===== src/source/gather_pkg.sv =====
`default_nettype none

package gather_pkg;

    // -------------------------------------------------------------------------
    // Sizes
    // -------------------------------------------------------------------------
    localparam int NUM_CTXT   = 4;
    localparam int PTR_W      = 6;
    localparam int DESC_DEPTH = 1 << PTR_W;
    localparam int SIZE_W     = 11;
    localparam int META_W     = 8;
    localparam int RESP_DEPTH = 4;
    localparam int CTXT_W     = $clog2(NUM_CTXT);

    // -------------------------------------------------------------------------
    // Types
    // -------------------------------------------------------------------------
    typedef logic [PTR_W-1:0]  ptr_t;
    typedef logic [CTXT_W-1:0] ctxt_id_t;

    // One descriptor word as stored in memory
    typedef struct packed {
        ptr_t              nxt_ptr;
        logic              eof;
        logic [SIZE_W-1:0] size;
        logic [META_W-1:0] meta;
        logic              err;
    } desc_t;

    // Response handed back to a context, ptr is the descriptor address
    typedef struct packed {
        ptr_t              ptr;
        logic              eof;
        logic [SIZE_W-1:0] size;
        logic [META_W-1:0] meta;
        logic              err;
    } gather_resp_t;

    // Outstanding memory read
    typedef struct packed {
        ctxt_id_t ctxt_id;
        ptr_t     ptr;
    } rd_ctxt_t;

endpackage : gather_pkg

`default_nettype wire


===== src/source/desc_mem.sv =====
`default_nettype none

module desc_mem
    import gather_pkg::*;
(
    input  wire logic  clk,
    input  wire logic  srst,

    // Load port
    input  wire logic  wr,
    input  wire ptr_t  wr_addr,
    input  wire desc_t wr_data,

    // Read port
    input  wire logic  rd_req,
    input  wire ptr_t  rd_addr,
    output logic       rd_rdy,
    output logic       rd_ack,
    output desc_t      rd_data,

    output logic       init_done
);

    desc_t mem [DESC_DEPTH];
    ptr_t  init_cnt;
    logic  rd_acc;

    // -------------------------------------------------------------------------
    // Clear sequence
    // -------------------------------------------------------------------------
    always_ff @(posedge clk) begin
        if (srst) begin
            init_cnt  <= '0;
            init_done <= 1'b0;
        end else if (!init_done) begin
            init_cnt <= init_cnt + 1'b1;
            if (init_cnt == ptr_t'(DESC_DEPTH - 1)) begin
                init_done <= 1'b1;
            end
        end
    end

    // Clearing owns the array until init_done
    always_ff @(posedge clk) begin
        if (!init_done) begin
            mem[init_cnt] <= '0;
        end else if (wr) begin
            mem[wr_addr] <= wr_data;
        end
    end

    // -------------------------------------------------------------------------
    // Read port
    // -------------------------------------------------------------------------
    assign rd_rdy = init_done;
    assign rd_acc = rd_req && rd_rdy;

    // Old contents come back on a same-address write
    always_ff @(posedge clk) begin
        if (rd_acc) begin
            rd_data <= mem[rd_addr];
        end
    end

    always_ff @(posedge clk) begin
        if (srst) begin
            rd_ack <= 1'b0;
        end else begin
            rd_ack <= rd_acc;
        end
    end

endmodule : desc_mem

`default_nettype wire


===== config.mk =====
export PLATFORM = sky130hd
export DESIGN_NAME = desc_mem
export DESIGN_NICKNAME = d
export VERILOG_FILES = /design/src/source/gather_pkg.sv /design/src/source/desc_mem.sv
export SDC_FILE = /design/constraint.sdc
export NUM_CORES = 1
export LEC_CHECK = 0
export ABC_CLOCK_PERIOD_IN_PS = 3000
export BUFFER_PORTS_ARGS = -buffer_cell sky130_fd_sc_hd__buf_4
export CAP_MARGIN = 5
export CELL_PAD_IN_SITES_DETAIL_PLACEMENT = 1
export CELL_PAD_IN_SITES_GLOBAL_PLACEMENT = 1
export CORE_MARGIN = 2
export CORE_UTILIZATION = 44
export CTS_BUF_LIST = sky130_fd_sc_hd__clkbuf_16
export DETAILED_ROUTE_END_ITERATION = 6
export GPL_TIMING_DRIVEN = 0
export PLACE_DENSITY_LB_ADDON = 0.1
export REMOVE_ABC_BUFFERS = 1
export SKIP_LAST_GASP = 1
export SYNTH_ARGS = -nofsm -noshare
export SYNTH_HDL_FRONTEND = slang
export SYNTH_SLANG_ARGS = --single-unit

===== constraint.sdc =====
create_clock -name clk -period 3 [get_ports clk]
set_input_delay 0.45 -clock clk [delete_from_list [all_inputs] [get_ports clk]]
set_output_delay 0.45 -clock clk [all_outputs]
set_load 0.005 [all_outputs]

Word level (Yosys, flattened, before mapping). Memories as Yosys holds them, arrays and structs flattened. A register that Yosys moved wholly into a read port is not among the register bits. Index checks and enable logic that the tools add are counted.

Bits of input ports: 43. Register bits: 8. Logic and storage cells: 17. RAM bits: 1728. Memories kept: 1. Output and inout port bits: 30.

Memories: mem (words 64, bits a word 27, read ports 1, clocked after memory_dff 1, write ports 1, RTL line desc_mem.sv:24) `desc_t mem [DESC_DEPTH];`.

Eq/ne operators: 1. $add $sub $neg: 1. Multiplexer cells: 9. Reductions and logical operators: 2.

Operator list (number): 27-bit 2-to-1 mux (1); 27-bit OR reduction (1); 1-bit 2-to-1 mux (7); 6-bit by 1-bit adder with 6-bit output (second input constant) (1); 6-bit == test (second input constant) (1); 6-bit 2-to-1 mux (1); 1-bit logical AND (1).

Depth between registers and ports, before layout. Gate-level depths: netlist of run 1.

Depth after elaboration: 5. Gate-level depth with buffers: 9. Depth with buffers taken out: 5.

Least setup slack after synthesis of run 1. Ideal clock, no wire load.

Path kind: reg-to-reg. Start point: register init_done. End point: memory mem[11][0] (netlist bit) (enable). Path buffers: 3. Setup time: 0.411 ns. Required time: 2.589 ns. Cell stages (with the launch flop): 9. Clock period less this slack: 3.069 ns. Arrival: 2.658 ns. Setup slack: -0.069 ns. Cell sequence: dfxtp_1 > clkbuf_1 > and2_1 > buf_2 > buf_2 > nand3_1 > o21ai_0 > nand2_1 > nor2_1.

Cells in the longest elaborated chain, start to end: 4. Elaborated cells between the ends (all ways): 6. Those cells by class: 5 x mux; 1 x reduce/logical.

Ends and longest elaborated chain: start, declared (RTL line desc_mem.sv:21) `output logic init_done`; start signal, assigned (RTL line desc_mem.sv:34) `init_done <= 1'b0;`; start signal, assigned (RTL line desc_mem.sv:38) `init_done <= 1'b1;`; 1-bit 2-to-1 mux (RTL line desc_mem.sv:45) `if (!init_done) begin`; 1-bit 2-to-1 mux (implied by the code) (RTL line desc_mem.sv:48) `mem[wr_addr] <= wr_data;`; 27-bit OR reduction (no source line); 6-bit 2-to-1 mux (no source line) / 1-bit 2-to-1 mux (equally long branches); end, declared (RTL line desc_mem.sv:24).

Parallel ways exist; a longest one is shown, timed or not.

==> results of run 1 <==
==> power by group through the flow <==
| stage | logic, W | registers [W] | clock network (W) |
|---|---|---|---|
| 2_1_floorplan | 0.000904 | 0.0274 | 0 |
| 3_3_place_gp | 0.00214 | 0.0274 | 0 |
| 3_5_place_dp | 0.00203 | 0.0274 | 0 |
| 4_1_cts | 0.00208 | 0.0269 | 0.0227 |
| 5_1_grt | 0.00224 | 0.0269 | 0.0235 |
| 6_report | 0.00214 | 0.0269 | 0.0223 |
==> state kept, by name, indices dropped and copies added (netlist names) <==
register / count
mem: 1728
rd_data: 27
init_cnt: 6
init_done: 1
rd_ack: 1
==> critical path: stages <==
cell and delay [ns]:
sky130_fd_sc_hd__buf_8 0.25, sky130_fd_sc_hd__buf_16 0.39, sky130_fd_sc_hd__buf_16 0.30, sky130_fd_sc_hd__mux4_2 0.35, sky130_fd_sc_hd__mux2i_1 0.55, sky130_fd_sc_hd__a22oi_1 0.37
sky130_fd_sc_hd__nand2_1 0.38, sky130_fd_sc_hd__nor3_1 0.15
==> per-layer routing <==
layer / GRT usage [%] / share of wire [%]
met1: 32.3 / 41
met2: 37.6 / 49
met3: 5.39 / 7.3
met4: 6.37 / 2.4
met5: 0 / 0.015
==> kinds of logic (layout without fill, tap and decap cells) <==
kind of cell	Yosys count	count (layout)
and+or+nand+nor	271	271
muxes	579	579
buffers and inverters	179	619
adders and majority gates	1	1
xor gates and xnor gates	4	4
DFF	1763	1763
AOI/OAI and AO/OA	191	191
other	0	11
==> cell type report <==
cell class | instances | area [µm²] | area share, %
Antenna cell | 11 | 27.5 | 0.0344
Clock inverter | 141 | 1190 | 1.48
Clock buffer | 187 | 4680 | 5.84
Timing Repair Buffer | 272 | 4280 | 5.34
Tap cell | 2030 | 2540 | 3.17
Multi-Input combinational cell | 1046 | 14400 | 18.0
Sequential cell | 1763 | 52900 | 66.0
Inverter | 19 | 71.3 | 0.0891
==> per-stage QoR <==
stage	hold WS (ns)	power (W)	util (%)	cell area [µm²]
6_report	0.298	0.0513	52.5	80100
3_3_place_gp	0.537	0.0295	45.8	69800
3_5_place_dp	0.575	0.0294	47.7	72700
4_1_cts	0.256	0.0517	52.3	79700
5_1_grt	0.295	0.0526	52.5	80100
2_1_floorplan	0.490	0.0283	-	66700
==> placed cells by master, fill, tap and decap left out, drive strengths merged, types with 27 or more instances in the layout <==
master  synthesis  routed
nand2          46      46
a21oi          27      27
and3           27      27
buf           126     260
mux2           42      42
o22ai          67      67
clkinv          0      73
nor2           94      94
mux4          426     426
nor3           37      37
mux2i         111     111
inv            19      61
clkbuf         34     194
a22oi          45      45
edfxtp       1755    1755
==> path summary, 6_finish.rpt <==
kind	from	endpoint	slack, ns	cells after the start
setup / recovery	rd_addr[2]	rd_data[23]	-0.04	8
hold reg to reg	init_cnt[5]	init_cnt[5]	0.63	2
setup reg to reg	init_done	mem[33][22]	0.05	6
hold / removal	wr_data[1]	mem[39][1]	0.30	2
==> repair_timing <==
item,CTS,global route
pin swaps,56,7
cloned,4,7
buffers inserted,74,9
resized for setup,16,19
hold buffers,1,0
hold endpoints to repair,8,0
endpoints found under the setup margin,1755,1298
==> results.ini, run 1 <==
[layout]
fraction_of_layout_instances_using_a_drive_strength_above_1_pct=32.6
layout-area-overhead-vs-synth_pct=18.3
stdcell_count=5469
n_fill_cell=13100
design.final.nets=3327

[yosys]
netlist.area_leader.share_pct=77.9
synth_edf_count=1755
area_share_of_xor_xnor_cells_in_the_synthesized_design_pct=0.0518
main_combinational_cell_family_by_area_after_synthesis=multiplexers
synth.top_cells.by_count=sky130_fd_sc_hd__edfxtp_1 (1,755), sky130_fd_sc_hd__mux4_2 (426), sky130_fd_sc_hd__mux2i_1 (111), sky130_fd_sc_hd__nor2_1 (94), sky130_fd_sc_hd__o22ai_1 (67)
syn-mean-instance-area_um2=22.7
yosys_register_bits=1763
yosys.area_share.simple_pct=1.95
synth_async_sr_flop_share_pct=0
synth.yosys.warnings=0
yosysSeqAreaShare_pct=78.1
synth_most_common_cell=sky130_fd_sc_hd__edfxtp_1
ys.flop_type=sky130_fd_sc_hd__edfxtp_1
yosys.area_share.adder_pct=0.0185
synth.area.mux_share_pct=16.5
syn-cell-area_mm2=0.0677
synth_cell_types=43
synth-compound-area-share_pct=1.84
synth_cells=2988
netlist_top_cells_area=sky130_fd_sc_hd__edfxtp_1 (78%), sky130_fd_sc_hd__mux4_2 (14%), sky130_fd_sc_hd__mux2i_1 (1.6%)
synth_top_area_cell=sky130_fd_sc_hd__edfxtp_1

[sta]
timing.fmax_mhz=329
slew_margin_rel_pct=25.2
finalSetupViolCount=3
fin_worst_skew_ns=0.0285
timing.final.crit_period_ns=3.04
post-route-worst-setup-slack_ns=-0.0397
setup_total_negative_slack_ns=-0.0590
slew_worst_pin_ns=1.12
slew_violations=0
total_count_of_hold_check_failures_in_the_final_report=0
timing.final.crit_share_pct=101

[place]
numPlacedInstances=5035
gp_routability_congestion=0.898
placement.setup.worst_slack_ns=-1.38
detailedPlacementHpwl_um=111000
port-buffer-count=72

[clocking]
tritoncts_clock_tree=done
cts.clk_slew.worst_paths_ns=0.06
clock_tree_sinks=1763
clock_tree.root_cell=sky130_fd_sc_hd__clkbuf_16
cts_max_path_buffers=3
clock_insertion_delay_worst_skew_ns=0.80
cts-htree-levels=4
numCtsBuffers=181

[power]
pwr_density_cell_mw_per_mm2=640
power_spent_charging_and_discharging_nets_w=0.0106
p_leak_nw=27.9
maximum_ir_drop_on_the_vdd_rail_mv=0.586
seq_power_share_pct=52.4
swShare_pct=20.7
power.share.combinational_pct=4.2
share_clk_of_total_power_pct=43.4
cell_int_power_w=0.0406

[worst_hold_path]
holdCritPathClass=in -> reg

[global_route]
gr-usage-all-layers_pct=23.4
antenna_found_initial=13
grt_first_pass_wirelength_um=258000
globalRouteOverflowTotal=0
pin_count_of_the_biggest_net_entering_global_routing=90
first_global_vias=34200

[critical_path]
worst_setup_start_kind=input port
critical_path.max_fanout=90
timing.setup.critical_path_class=in -> reg
critical_path.endpoint_type=flop
worst-endpoint-arrival_ns=3.55
worst_ep_required_time_ns=3.51

[die]
effective_utilization_at_floorplan_pct=44.4
num_rows=143
floorplan.io_pins=73
fp.dieW_um=396
placeableCoreArea_mm2=0.152
die_h_um=396
die-area_mm2=0.157

[route]
drt_first_iter_violations=2854
vias=32400
detailedRoute.firstPassIterationCount=5
drt-total-wl_um=184000
drt-vias-per-instance=5.93
postRouteAntennaNets=0
route.detailed.wl_per_inst_um=33.6
drcViolationCount=0

[job]
drv.max_cap_violation_count=0

[status]
violations=negative setup slack
result_of_the_run=finished with violations

Power figures use the tool's default switching activity.
==> run 2, diff against run 1 <==
--- a/config.mk
+++ b/config.mk
@@ -6,12 +6,12 @@
 export NUM_CORES = 1
 export LEC_CHECK = 0
 export ABC_CLOCK_PERIOD_IN_PS = 3000
-export BUFFER_PORTS_ARGS = -buffer_cell sky130_fd_sc_hd__buf_4
+export BUFFER_PORTS_ARGS = -buffer_cell sky130_fd_sc_hd__clkbuf_2
 export CAP_MARGIN = 5
 export CELL_PAD_IN_SITES_DETAIL_PLACEMENT = 1
 export CELL_PAD_IN_SITES_GLOBAL_PLACEMENT = 1
 export CORE_MARGIN = 2
-export CORE_UTILIZATION = 44
+export CORE_UTILIZATION = 50
 export CTS_BUF_LIST = sky130_fd_sc_hd__clkbuf_16
 export DETAILED_ROUTE_END_ITERATION = 6
 export GPL_TIMING_DRIVEN = 0
==> constraint.sdc (replaced) <==
create_clock -name clk -period 3 [get_ports clk]
set_input_delay 0.3 -clock clk [delete_from_list [all_inputs] [get_ports clk]]
set_output_delay 0.3 -clock clk [all_outputs]
set_load 0.005 [all_outputs]
==> run 2 against run 1 <==
Against the previous run:
- the flow still finishes with violations (negative setup slack)
- final area fell by 1.0%
- critical path depth decreased by 2
- total power fell by 1.1%
- fmax increased by 0.48%
- first-iteration DRC count increased by 29%
- highest routed layer unchanged
- die area fell by 12%
- register-to-register slack got worse by 0.08 ns
- non-clock buffer count grew 10
- final cell count decreased by 4.5%
- clock power fell by 2%
==> results.ini, run 2 (same netlist as run 1, synthesis figures left out) <==
[route]
drt-total-wl_um=184000  ; about the same
route.detailed.wl_per_inst_um=35.1  ; +4.7%
drcViolationCount=0  ; unchanged
postRouteAntennaNets=0  ; unchanged
drt_first_iter_violations=3689  ; +29%
drt-vias-per-instance=6.28  ; +5.9%
vias=32800  ; +1.1%
detailedRoute.firstPassIterationCount=5  ; unchanged

[global_route]
pin_count_of_the_biggest_net_entering_global_routing=87  ; -3.3%
antenna_found_initial=10  ; -3
gr-usage-all-layers_pct=26.9  ; +3.5 points
grt_first_pass_wirelength_um=260000  ; +0.67%
globalRouteOverflowTotal=0  ; unchanged
first_global_vias=34400  ; +0.63%

[sta]
worst_hold_slack_ns=0.0868  ; -0.211 ns
slew_violations=0  ; unchanged
finalSetupViolCount=30  ; +27
slew_margin_rel_pct=13.6  ; -12 points
slew_worst_pin_ns=1.30  ; +0.177 ns
total_count_of_hold_check_failures_in_the_final_report=0  ; unchanged
grt_setup_unrepaired=true
timing.final.crit_share_pct=101  ; -0.49 points
timing.fmax_mhz=331  ; +0.48%
post-route-worst-setup-slack_ns=-0.0250  ; +0.0147 ns
fin_worst_skew_ns=0.0563  ; +0.0278 ns
timing.final.crit_period_ns=3.03  ; -0.0147 ns

[power]
pwr_density_cell_mw_per_mm2=640  ; -0.13%
report.power.total_w=0.0507  ; -1.1%
p_leak_nw=27.8  ; -0.46%
maximum_ir_drop_on_the_vdd_rail_mv=0.482  ; -18%

[critical_path]
worst-r2r-cell-count=6  ; unchanged
timing.rr.end=mem[21][21]
critical_path.max_fanout=21  ; -77%
timing.setup.critical_path_class=reg -> reg
worst_ep_required_time_ns=3.49  ; -0.02 ns
crit_chain=and2_2 -> or3_1 -> o21ai_0 -> nand2_1 -> nor2_4 -> buf_12
cpPeakStageDelay_ns=0.56  ; about the same
critical_path.endpoint_type=flop
worstReg2RegStart=init_done
rrSetupSlack_ns=-0.03  ; -0.08 ns
worst-endpoint-arrival_ns=3.52  ; -0.03 ns
worst_setup_start_kind=flop
crit_slowest_cell=sky130_fd_sc_hd__nand2_1

[place]
total_cell_area_at_the_placement_stage_mm2=0.0722  ; -0.70%
port-buffer-count=72  ; unchanged
detailedPlacementHpwl_um=107000  ; -2.8%
numPlacedInstances=4792  ; -4.8%
gp_routability_congestion=0.780  ; -13%

[clocking]
clock_tree.root_cell=sky130_fd_sc_hd__clkbuf_16
tritoncts_clock_tree=done
cts_max_path_buffers=3  ; unchanged
numCtsBuffers=179  ; -1.1%
cts-htree-levels=4  ; unchanged
clock_insertion_delay_worst_skew_ns=0.82  ; +0.02 ns
cts.clk_slew.worst_paths_ns=0.06  ; about the same
clock_tree_sinks=1763  ; unchanged

[worst_hold_path]
hp-start=wr_data[20]
holdPathEnd=mem[1][20]
worst_hold_path.num_cells=2  ; unchanged
holdCritPathClass=in -> reg

[layout]
layout_commonest_cell=sky130_fd_sc_hd__edfxtp_1
top_register=mem
largestRegisters=mem: 1728 flops, rd_data: 27 flops, init_cnt: 6 flops
stdcell_count=5225  ; -4.5%
largest_register_ffs=1728  ; unchanged
layout.cells.most_common_list=sky130_fd_sc_hd__edfxtp_1 (1,755), sky130_fd_sc_hd__mux4_2 (426), sky130_fd_sc_hd__clkbuf_16 (184)
design.final.nets=3335  ; +0.24%
layout-area-overhead-vs-synth_pct=17.1
postLayoutCoreUtil_pct=58.7  ; +6.2 points
postLayoutCellArea_mm2=0.0793  ; -1.0%
fraction_of_layout_instances_using_a_drive_strength_above_1_pct=32.5  ; -0.046 points
n_fill_cell=11000  ; -16%

[die]
fp.dieW_um=372  ; -6.1%
die-area_mm2=0.138  ; -12%
effective_utilization_at_floorplan_pct=50.2  ; +5.8 points
num_rows=135  ; -5.6%
placeableCoreArea_mm2=0.135  ; -11%
die_h_um=372  ; -6.1%
floorplan.io_pins=73  ; unchanged

[status]
result_of_the_run=finished with violations
violations=negative setup slack

[job]
drv.max_cap_violation_count=0  ; unchanged

run 2: cell count changes in the layout (fill, tap and decap cells not counted), moves of 7 or more:
cell,delta
sky130_fd_sc_hd__clkbuf_2,+67
sky130_fd_sc_hd__buf_4,-51
sky130_fd_sc_hd__buf_16,-10
sky130_fd_sc_hd__clkbuf_16,-10
sky130_fd_sc_hd__nor3_1,-7
run 2: worst max-delay path by stage:
stage / from / endpoint / slack (ns)
after floorplan: init_done / mem[10][0] / -0.43
after global placement: rd_addr[0] / rd_data[18] / -12.40
after detailed placement: rd_addr[1] / rd_data[25] / -2.05
after CTS: init_done / mem[30][21] / -0.33
after global routing: init_done / mem[28][2] / -0.03
final: init_done / mem[21][21] / -0.03
run 2: final cells by class:
cell class | count | area (µm²) | share of cell area (%)
Sequential cell | 1763 | 52900 | 66.7
Multi-Input combinational cell | 1046 | 14400 | 18.2
Clock buffer | 181 | 4530 | 5.71
Timing Repair Buffer | 282 | 3940 | 4.97
Tap cell | 1781 | 2230 | 2.81
Clock inverter | 148 | 1210 | 1.52
Inverter | 19 | 71.3 | 0.0900
Antenna cell | 5 | 12.5 | 0.0158
run 2: power by group:
| part | total (W) | switching, W | leakage (nW) | internal (W) |
|---|---|---|---|---|
| combinational | 0.00203 | 0.00119 | 6.56 | 0.000845 |
| clock | 0.0218 | 0.00942 | 2.96 | 0.0124 |
| sequential | 0.0269 | 0.0000392 | 18.2 | 0.0268 |
| total | 0.0507 | 0.0106 | 27.8 | 0.0401 |
run 2: routing by layer:
layer / global-route usage (%) / share of wire (%) / vias to the layer above
li1: - / - / 13300
met5: 0 / 0.013 / -
met4: 6.54 / 2.1 / 4
met1: 37.3 / 40 / 18000
met2: 45.3 / 51 / 1293
met3: 4.12 / 6.8 / 232
run 2: critical path: cells and delay by family (launching register included):
kind                   cells  cell delay [ns]
and+or+nand+nor            4             1.72
DFF                        1             0.49
buffers and inverters      1             0.24
AOI/OAI and AO/OA          1             0.20
run 2: what timing repair did:
action	4_1_cts	5_1_grt
endpoints found under the setup margin	1752	1329
cloned	4	2
hold buffers	2	0
pin swaps	57	7
hold endpoints to repair	12	0
gates resized for setup	16	15
buffers inserted	78	10
run 2: per-stage QoR:
stage / TNS (ns) / setup slack, ns
CTS: -32.20 / -0.332
detailed placement: -1303.90 / -2.05
global placement: -7542.46 / -12.40
global route: -1.77 / -0.0321
floorplan: -618.87 / -0.428
finish: -0.295 / -0.0250
